### config.mk
export PLATFORM = sky130hd
export DESIGN_NAME = ahb_input_stage
export DESIGN_NICKNAME = d
export VERILOG_FILES = /design/src/verilog/matrix_pkg.sv /design/src/verilog/ahb_pkg.sv /design/src/verilog/ahb_addr_if.sv /design/src/verilog/ahb_input_stage.sv /design/src/verilog/ahb_burst_term.sv /design/src/verilog/ahb_hold_stage.sv
export SDC_FILE = /design/constraint.sdc
export NUM_CORES = 1
export LEC_CHECK = 0
export ABC_AREA = 1
export BUFFER_PORTS_ARGS = -buffer_cell sky130_fd_sc_hd__buf_4
export CORE_ASPECT_RATIO = 0.9
export CORE_MARGIN = 4
export CORE_UTILIZATION = 51
export CTS_CLUSTER_SIZE = 40
export DETAILED_ROUTE_END_ITERATION = 8
export PLACE_DENSITY_LB_ADDON = 0.25
export SYNTH_ARGS = -nofsm -noshare
export SYNTH_HDL_FRONTEND = slang
export SYNTH_SLANG_ARGS = --single-unit
### constraint.sdc
create_clock -name HCLK -period 2.12 [get_ports HCLK]
set_clock_uncertainty 0.2 [all_clocks]
set_input_delay 0.53 -clock HCLK [delete_from_list [all_inputs] [get_ports HCLK]]
set_output_delay 0.53 -clock HCLK [all_outputs]
set_load 0.005 [all_outputs]
### src/verilog/matrix_pkg.sv
/*
  Sizing defaults of the bus matrix input stage.
  The wrap offset covers bursts of up to 16 beats only.
*/
package matrix_pkg;

  // --------------------------------------------------
  // Address sizing
  // --------------------------------------------------
  // Default for the top level ADDR_WIDTH
  localparam int DEF_ADDR_WIDTH = 32;

  // --------------------------------------------------
  // Wrap boundary logic
  // --------------------------------------------------
  // Beat offset inside a wrap window
  // 4 bits hold the 16 beats of WRAP16
  localparam int WRAP_OFS_W = 4;

endpackage

### src/verilog/ahb_pkg.sv
/*
  AHB-Lite protocol encodings shared by the input stage.
  RETRY and SPLIT are kept only so that a slave response passes through unchanged.
*/
package ahb_pkg;

  // --------------------------------------------------
  // Field widths
  // --------------------------------------------------
  localparam int HSIZE_W = 3;  // HSIZE, byte to 1024-bit
  localparam int HPROT_W = 4;  // HPROT, no extended bits

  // --------------------------------------------------
  // HTRANS
  // --------------------------------------------------
  typedef enum logic [1:0] {
    IDLE   = 2'b00,  // No transfer
    BUSY   = 2'b01,  // Master stalls mid burst
    NONSEQ = 2'b10,  // First beat or single
    SEQ    = 2'b11   // Following beats
  } htrans_e;

  // HBURST, bit 0 set means incrementing
  typedef enum logic [2:0] {
    SINGLE = 3'b000,
    INCR   = 3'b001,  // Undefined length
    WRAP4  = 3'b010,
    INCR4  = 3'b011,
    WRAP8  = 3'b100,
    INCR8  = 3'b101,
    WRAP16 = 3'b110,
    INCR16 = 3'b111
  } hburst_e;

  // HRESP
  typedef enum logic [1:0] {
    OKAY  = 2'b00,
    ERROR = 2'b01,
    RETRY = 2'b10,
    SPLIT = 2'b11
  } hresp_e;

endpackage
### src/verilog/ahb_addr_if.sv
/*
  Address phase signals of one AHB master port.
  Driven by the top level, read by the holding and the termination stage.
*/
interface ahb_addr_if
  import ahb_pkg::*;
#(
  parameter int ADDR_WIDTH = 32
);

  logic                  hsel;       // Port selected by decoder
  logic [ADDR_WIDTH-1:0] haddr;
  htrans_e               htrans;
  logic                  hwrite;     // 1 for write
  logic [HSIZE_W-1:0]    hsize;
  hburst_e               hburst;
  logic [HPROT_W-1:0]    hprot;
  logic                  hmastlock;  // Locked sequence
  logic                  hready;     // Previous transfer done

  // Holding stage captures every field
  modport hold (
    input hsel, haddr, htrans, hwrite, hsize, hburst, hprot, hmastlock, hready
  );

  // Termination stage only needs what shapes the burst
  modport term (
    input htrans, haddr, hsize, hburst, hready
  );

endinterface

### src/verilog/ahb_input_stage.sv
/*
  Input stage of an AHB bus matrix for one master port.
  No user address or master number is carried; ADDR_WIDTH must be 7 or more.
*/
module ahb_input_stage
  import ahb_pkg::*, matrix_pkg::*;
#(
  parameter int ADDR_WIDTH = DEF_ADDR_WIDTH
) (
  input  logic                  HCLK,
  input  logic                  HRESETn,
  // Master port address phase
  input  logic                  HSELS,
  input  logic [ADDR_WIDTH-1:0] HADDRS,
  input  logic [1:0]            HTRANSS,
  input  logic                  HWRITES,
  input  logic [HSIZE_W-1:0]    HSIZES,
  input  logic [2:0]            HBURSTS,
  input  logic [HPROT_W-1:0]    HPROTS,
  input  logic                  HMASTLOCKS,
  input  logic                  HREADYS,
  // From the output stage
  input  logic                  active_ip,
  input  logic                  readyout_ip,
  input  logic [1:0]            resp_ip,
  // Response to the master
  output logic                  HREADYOUTS,
  output logic [1:0]            HRESPS,
  // To the output stage
  output logic                  sel_ip,
  output logic [ADDR_WIDTH-1:0] addr_ip,
  output logic [1:0]            trans_ip,
  output logic                  write_ip,
  output logic [HSIZE_W-1:0]    size_ip,
  output logic [2:0]            burst_ip,
  output logic [HPROT_W-1:0]    prot_ip,
  output logic                  mastlock_ip,
  output logic                  held_tran_ip
);

  ahb_addr_if #(.ADDR_WIDTH(ADDR_WIDTH)) bus ();

  logic    load_reg;
  logic    pend_q;
  htrans_e trans_mux, trans_burst_src, trans_fix;
  hburst_e burst_mux, burst_fix;
  hresp_e  hresps;

  // Port bits into the bundle, enums cast here
  assign bus.hsel      = HSELS;
  assign bus.haddr     = HADDRS;
  assign bus.htrans    = htrans_e'(HTRANSS);
  assign bus.hwrite    = HWRITES;
  assign bus.hsize     = HSIZES;
  assign bus.hburst    = hburst_e'(HBURSTS);
  assign bus.hprot     = HPROTS;
  assign bus.hmastlock = HMASTLOCKS;
  assign bus.hready    = HREADYS;

  ahb_hold_stage #(.ADDR_WIDTH(ADDR_WIDTH)) u_hold (
    .HCLK, .HRESETn, .bus(bus.hold), .active_ip, .readyout_ip,
    .resp_ip(hresp_e'(resp_ip)), .load_reg, .pend_q, .held_tran_ip,
    .sel_ip, .addr_ip, .write_ip, .size_ip, .prot_ip, .mastlock_ip,
    .trans_mux, .burst_mux, .trans_burst_src, .HREADYOUTS, .HRESPS(hresps)
  );

  ahb_burst_term #(.ADDR_WIDTH(ADDR_WIDTH)) u_term (
    .HCLK, .HRESETn, .bus(bus.term), .load_reg, .active_ip,
    .trans_mux, .burst_mux, .trans_burst_src,
    .trans_ip(trans_fix), .burst_ip(burst_fix)
  );

  assign trans_ip = trans_fix;  // Back to plain bits
  assign burst_ip = burst_fix;
  assign HRESPS   = hresps;

endmodule

### src/verilog/ahb_burst_term.sv
/*
  Rewrites a defined-length burst cut short by the output stage into INCR.
  Wrapping bursts get NONSEQ/IDLE at each wrap boundary; ADDR_WIDTH must be 7 or more.
*/
module ahb_burst_term
  import ahb_pkg::*, matrix_pkg::*;
#(
  parameter int ADDR_WIDTH = 32
) (
  input  logic     HCLK,
  input  logic     HRESETn,
  ahb_addr_if.term bus,
  input  logic     load_reg,         // Accept strobe from holding stage
  input  logic     active_ip,
  input  htrans_e  trans_mux,
  input  hburst_e  burst_mux,
  input  htrans_e  trans_burst_src,
  output htrans_e  trans_ip,
  output hburst_e  burst_ip
);

  logic                  burst_override_q;  // Burst was interrupted
  logic                  burst_override_next;
  logic [WRAP_OFS_W-1:0] offset_addr;       // Beat index by size
  logic [WRAP_OFS_W-1:0] check_addr;        // Offset masked by wrap length
  logic                  bound_q;           // Previous beat ended a wrap window
  logic                  bound_next;
  logic                  bound_en;

  // Doubleword slice needs address bit 6
  if (ADDR_WIDTH < 7)
  begin : g_width_check
    $error("ADDR_WIDTH must be at least 7");
  end

  // --------------------------------------------------
  // Early burst termination
  // --------------------------------------------------
  assign burst_override_next =
    ((bus.htrans == NONSEQ) || (bus.htrans == IDLE))       ? 1'b0 :  // New burst or none
    ((bus.htrans == SEQ) && load_reg && !active_ip) ? 1'b1 :  // Burst broken
    burst_override_q;

  always_ff @(posedge HCLK)
  begin
    if (!HRESETn)
      burst_override_q <= 1'b0;
    else if (bus.hready)
      burst_override_q <= burst_override_next;
  end

  assign burst_ip = (burst_override_q && (trans_burst_src != NONSEQ)) ? INCR : burst_mux;
  assign trans_ip = (burst_override_q && bound_q) ? htrans_e'({trans_mux[1], 1'b0})
                                                  : trans_mux;  // SEQ->NONSEQ, BUSY->IDLE

  // --------------------------------------------------
  // Wrap boundary checking
  // --------------------------------------------------
  always_comb
  begin
    case (bus.hsize)
      3'd0:    offset_addr = bus.haddr[WRAP_OFS_W-1:0];
      3'd1:    offset_addr = bus.haddr[WRAP_OFS_W:1];
      3'd2:    offset_addr = bus.haddr[WRAP_OFS_W+1:2];
      3'd3:    offset_addr = bus.haddr[WRAP_OFS_W+2:3];
      default: offset_addr = bus.haddr[WRAP_OFS_W-1:0];  // 128 bits and up, byte offset
    endcase
  end

  // Unused upper bits forced high so all ones marks the last beat
  always_comb
  begin
    case (bus.hburst)
      WRAP4:   check_addr = {2'b11, offset_addr[1:0]};
      WRAP8:   check_addr = {1'b1, offset_addr[2:0]};
      WRAP16:  check_addr = offset_addr;
      default: check_addr = '0;  // Incrementing never wraps
    endcase
  end

  assign bound_next = &check_addr;
  assign bound_en   = bus.htrans[1] & bus.hready;

  always_ff @(posedge HCLK)
  begin
    if (!HRESETn)
      bound_q <= 1'b0;
    else if (bound_en)
      bound_q <= bound_next;
  end

  // Override state only moves with the master's ready
  a_override_stable: assert property (
    @(posedge HCLK) disable iff (!HRESETn)
    !bus.hready |=> $stable(burst_override_q)
  ) else $error("burst override changed with HREADYS low");

endmodule

### src/verilog/ahb_hold_stage.sv
/*
  Holds one accepted transfer while the output stage is busy and replays it as NONSEQ.
  Only one transfer is ever in flight; HREADYOUTS stays low until it is served.
*/
module ahb_hold_stage
  import ahb_pkg::*;
#(
  parameter int ADDR_WIDTH = 32
) (
  input  logic                  HCLK,
  input  logic                  HRESETn,
  ahb_addr_if.hold              bus,
  input  logic                  active_ip,        // Output stage serves this port
  input  logic                  readyout_ip,      // HREADYOUT from slave side
  input  hresp_e                resp_ip,          // HRESP from slave side
  output logic                  load_reg,         // Accept strobe
  output logic                  pend_q,           // Transfer waits in registers
  output logic                  held_tran_ip,     // Request to the output stage
  output logic                  sel_ip,
  output logic [ADDR_WIDTH-1:0] addr_ip,
  output logic                  write_ip,
  output logic [HSIZE_W-1:0]    size_ip,
  output logic [HPROT_W-1:0]    prot_ip,
  output logic                  mastlock_ip,
  output htrans_e               trans_mux,        // HTRANS before boundary fixup
  output hburst_e               burst_mux,        // HBURST before override
  output htrans_e               trans_burst_src,  // HTRANS seen by burst override
  output logic                  HREADYOUTS,
  output hresp_e                HRESPS
);

  htrans_e               reg_trans;
  logic [ADDR_WIDTH-1:0] reg_addr;
  logic                  reg_write;
  logic [HSIZE_W-1:0]    reg_size;
  hburst_e               reg_burst;
  logic [HPROT_W-1:0]    reg_prot;
  logic                  reg_mastlock;
  logic                  addr_valid;   // Active address phase to this port
  logic                  data_valid;   // Active data phase to this port
  logic                  pend_next;

  // --------------------------------------------------
  // Holding registers
  // --------------------------------------------------
  assign addr_valid = bus.hsel & bus.htrans[1];  // NONSEQ or SEQ only
  assign load_reg   = addr_valid & bus.hready;

  always_ff @(posedge HCLK)
  begin
    if (!HRESETn)
    begin
      reg_trans    <= IDLE;
      reg_addr     <= '0;
      reg_write    <= 1'b0;
      reg_size     <= '0;
      reg_burst    <= SINGLE;
      reg_prot     <= '0;
      reg_mastlock <= 1'b0;
    end
    else if (load_reg)
    begin
      reg_trans    <= bus.htrans;
      reg_addr     <= bus.haddr;
      reg_write    <= bus.hwrite;
      reg_size     <= bus.hsize;
      reg_burst    <= bus.hburst;
      reg_prot     <= bus.hprot;
      reg_mastlock <= bus.hmastlock;
    end
  end

  // Data phase follows address phase only on ready edges
  always_ff @(posedge HCLK)
  begin
    if (!HRESETn)
      data_valid <= 1'b0;
    else if (bus.hready)
      data_valid <= addr_valid;
  end

  // --------------------------------------------------
  // Pending transfer tracking
  // --------------------------------------------------
  // Set when accepted but not taken, cleared once the slave completes it
  assign pend_next = (load_reg & ~active_ip)   ? 1'b1 :
                     (active_ip & readyout_ip) ? 1'b0 : pend_q;

  always_ff @(posedge HCLK)
  begin
    if (!HRESETn)
      pend_q <= 1'b0;
    else
      pend_q <= pend_next;
  end

  assign held_tran_ip = load_reg | pend_q;  // Live or held request

  // Output mux, registers win while a transfer waits
  always_comb
  begin
    if (!pend_q)
    begin
      sel_ip          = bus.hsel;
      trans_mux       = bus.htrans;
      addr_ip         = bus.haddr;
      write_ip        = bus.hwrite;
      size_ip         = bus.hsize;
      burst_mux       = bus.hburst;
      prot_ip         = bus.hprot;
      mastlock_ip     = bus.hmastlock;
      trans_burst_src = bus.htrans;
    end
    else
    begin
      sel_ip          = 1'b1;    // Held transfer always addressed here
      trans_mux       = NONSEQ;  // Replay starts a new burst
      addr_ip         = reg_addr;
      write_ip        = reg_write;
      size_ip         = reg_size;
      burst_mux       = reg_burst;
      prot_ip         = reg_prot;
      mastlock_ip     = reg_mastlock;
      trans_burst_src = reg_trans;  // Original type decides the override
    end
  end

  // --------------------------------------------------
  // Response generation
  // --------------------------------------------------
  always_comb
  begin
    if (!data_valid)
    begin
      HREADYOUTS = 1'b1;  // Idle, busy or not selected
      HRESPS     = OKAY;
    end
    else if (pend_q)
    begin
      HREADYOUTS = 1'b0;  // Stall the master
      HRESPS     = OKAY;
    end
    else
    begin
      HREADYOUTS = readyout_ip;
      HRESPS     = resp_ip;
    end
  end

  // A held transfer must come from an accepted one
  a_pend_after_load: assert property (
    @(posedge HCLK) disable iff (!HRESETn)
    $rose(pend_q) |-> $past(load_reg)
  ) else $error("pend_q rose without a load");

endmodule

==> flow_metrics.py <==
metrics = {
    "run_status": {
        "status": "complete, no violations",
    },
    "global_routing": {
        "grt_overflow": 0,
        "grt_max_degree": 48,
        "grt_pass1_wl_mm": 10.4,
        "grt_pass1_vias": 2450,
        "antenna_found_initial": 0,
        "gr-usage-all-layers": 0.216,
    },
    "worst_hold_path": {
        "hold_path.class": "reg2reg",
        "hold_end": "u_hold.reg_addr[17]",
        "hold_path_depth": 2,
        "min-delay-start": "u_hold.reg_addr[17]",
    },
    "pwr": {
        "clkPwrFrac": 0.313,
        "switching_share": 0.247,
        "power.switching_mw": 0.508,
        "p_seq_frac": 0.487,
        "intPower_mw": 1.55,
        "power_frac_comb": 0.201,
        "leakage_nw": 1.58,
        "p_per_area_nw_per_um2": 606,
        "peakVddDrop_uv": 421,
    },
    "clock_tree": {
        "clock_sinks": 50,
        "cts_buffer_depth": 2,
        "cts_root_buffer": "clkbuf_8",
        "numCtsBuffers": 5,
        "clk_pin_slew_ps": 80,
        "clk_latency_ps": 290,
        "cts_tree": "done",
        "cts_max_level": 2,
    },
    "route": {
        "route.layer.met1.wl_mm": 2.72,
        "via_count": 2675,
        "drt_wl_total_mm": 6.43,
        "route.met3.wl_um": 525,
        "drtPass1Iterations": 4,
        "drtIter0Drc": 83,
        "routed.top_layer": "met4",
        "drcViolationCount": 0,
        "drt-wirelength-per-cell_um": 12.2,
        "met2_length_mm": 3.04,
        "ant_nets": 0,
        "vias_per_cell": 5.08,
    },
    "synthesis": {
        "yosys_warnings": 0,
        "ys_async_sr_fraction": 0,
        "synth-seq-area-share": 0.410,
        "synth-seq-cells": 50,
        "synth_area_sq_um": 2440,
        "synth_nets": 422,
        "ys_types": 24,
        "ys_top_cells_by_count": "nand2_1, dfxtp_1, a21oi_1",
        "synth-edff-count": 0,
        "synth_flop_cell": "dfxtp_1",
        "syn_inst": 368,
        "synth_top_cell_by_area": "dfxtp_1",
        "yosys.area.top_type_share": 0.410,
        "synth_area_per_cell_sq_um": 6.64,
        "synth.area.top_cells": "dfxtp_1, nand2_1, a21oi_1",
        "post-synth-top-count-cell": "nand2_1",
    },
    "timing": {
        "fin_crit_sh": 0.998,
        "min_period_ps": 2120,
        "slew_headroom": 0.723,
        "fmax_ghz": 0.473,
        "rsz0062_at_grt": "true",
        "finalSetupTns_ps": 0,
        "setup_viol": 0,
        "finalMaxSlewViolations": 0,
        "worst_pin_slew_ps": 416,
        "finalHoldViolCount": 0,
    },
    "placed_design": {
        "routabilityCongestion": 0.946,
        "dpl-instance-area_sq_um": 3260,
        "dpl.hpwl_mm": 4.80,
        "io_buffer_count": 104,
    },
    "run": {
        "cap_violations": 0,
    },
    "cells_and_area": {
        "num_antenna_cells": 0,
        "drive_gt1_frac": 0.290,
        "syn_to_final_growth_pct": 39.0,
        "nNetsFinal": 518,
        "design_area_sq_um": 3390,
    },
    "die": {
        "dieArea_sq_um": 5960,
        "chipHeight_um": 73.7,
        "die_w_um": 80.9,
        "coreArea_sq_um": 4550,
        "rows": 23,
        "start_util": 0.537,
        "io_pins": 105,
    },
    "critical_path": {
        "r2r_cells": 3,
        "r2r-start": "u_hold.pend_q",
        "startpoint_type": "register",
        "required_ps": 1390,
        "rrSetupSlack_ps": 1120,
        "crit_slowest_cell": "dfxtp_4",
        "cp_common_cell": "buf_4",
        "critPathMaxStageDelay_ps": 370,
        "crit_path_cell_trace": "or2_1, a31oi_2, buf_4, a21oi_1, buf_4",
        "crit_fanout": 4,
        "setup.worst_path.class": "reg2out",
        "rr_endpoint": "u_hold.pend_q",
        "cp.arrival_ps": 1390,
        "cp-end-kind": "primary output",
    },
}
-- what timing repair did --
action / in CTS / in global routing
hold buffers: 0 / 0
endpoints found under the hold margin: 0 / 0
pin swaps: 2 / 0
buffers inserted: 1 / 0
resized for setup: 6 / 2
endpoints found under the setup margin: 3 / 18
-- cells by family (layout without fill, tap and decap cells) --
| logic type | count (synthesis) | count (layout) | share of synthesized area |
|---|---|---|---|
| AO/OA/AOI/OAI | 143 | 143 | 0.302 |
| buffers and inverters | 76 | 173 | 0.124 |
| AND/OR/NAND/NOR | 99 | 99 | 0.164 |
| flip-flops | 50 | 50 | 0.410 |
-- per-stage QoR --
stage          power, mW  utilization  instances  setup slack, ps  hold WS (ps)
3_3_place_gp        1.42        0.716        518             28.0           234
2_1_floorplan       1.21            -        368              250           224
3_5_place_dp        1.43        0.716        518             28.8           243
6_report            2.06        0.747        527             4.15           250
4_1_cts             2.07        0.745        527             4.18           255
5_1_grt             2.16        0.747        527            -52.1           278
-- power groups by stage --
stage | logic [mW] | clock network [mW] | registers, mW
2_1_floorplan | 0.191 | 0 | 1.02
3_3_place_gp | 0.399 | 0 | 1.02
3_5_place_dp | 0.410 | 0 | 1.02
4_1_cts | 0.414 | 0.659 | 1.00
5_1_grt | 0.463 | 0.696 | 1.01
6_report | 0.413 | 0.643 | 1.00
-- layout by cell type, fill, tap and decap left out, drive strengths merged --
cell / instances
nand4: 2
nand2: 68
o211ai: 1
a31oi: 1
o221a: 1
inv: 51
a211o: 1
o221ai: 1
a21oi: 50
clkbuf: 7
dfxtp: 50
nor2: 23
nor3: 1
o21ai: 88
buf: 114
nand3: 4
or2: 1
bufinv: 1
-- worst max-delay path, delay by kind of cell, from the launching register on --
family,cells,cell delay (ps)
AO/OA/AOI/OAI,2,190
buffers and inverters,2,270
flip-flops,1,370
AND/OR/NAND/NOR,1,260
-- final cells by class --
class | instances | area (sq um)
Sequential cell | 50 | 1000
Inverter | 51 | 191
Clock inverter | 1 | 30.0
Tap cell | 62 | 77.6
Multi-Input combinational cell | 242 | 1150
Fill cell | 374 | 1150
Timing Repair Buffer | 114 | 867
Clock buffer | 7 | 76.3
-- per-layer routing --
metal / up-vias / track usage
li1: 1388 / -
met1: 1174 / 0.265
met2: 99 / 0.366
met3: 14 / 0.0515
met4: 0 / 0.0826
met5: - / 0
-- worst max path at each step --
stage,cells after the start,to,slack [ps],startpoint
after floorplan,6,held_tran_ip,250,HTRANSS[1]
after global placement,5,burst_ip[0],30,HTRANSS[1]
after detailed placement,5,burst_ip[0],30,HTRANSS[1]
after CTS,5,burst_ip[1],4,u_hold.pend_q
after global routing,5,burst_ip[0],-50,u_hold.pend_q
final,5,burst_ip[2],4,u_hold.pend_q
-- registers in the layout (all words and copies together) (netlist names), 2 cells and up --
signal / cells
u_hold.reg_prot: 4
u_hold.reg_burst: 3
u_hold.reg_trans: 2
u_hold.reg_size: 3
u_hold.reg_addr: 32
Note: power is estimated with default switching activity, not from simulation.
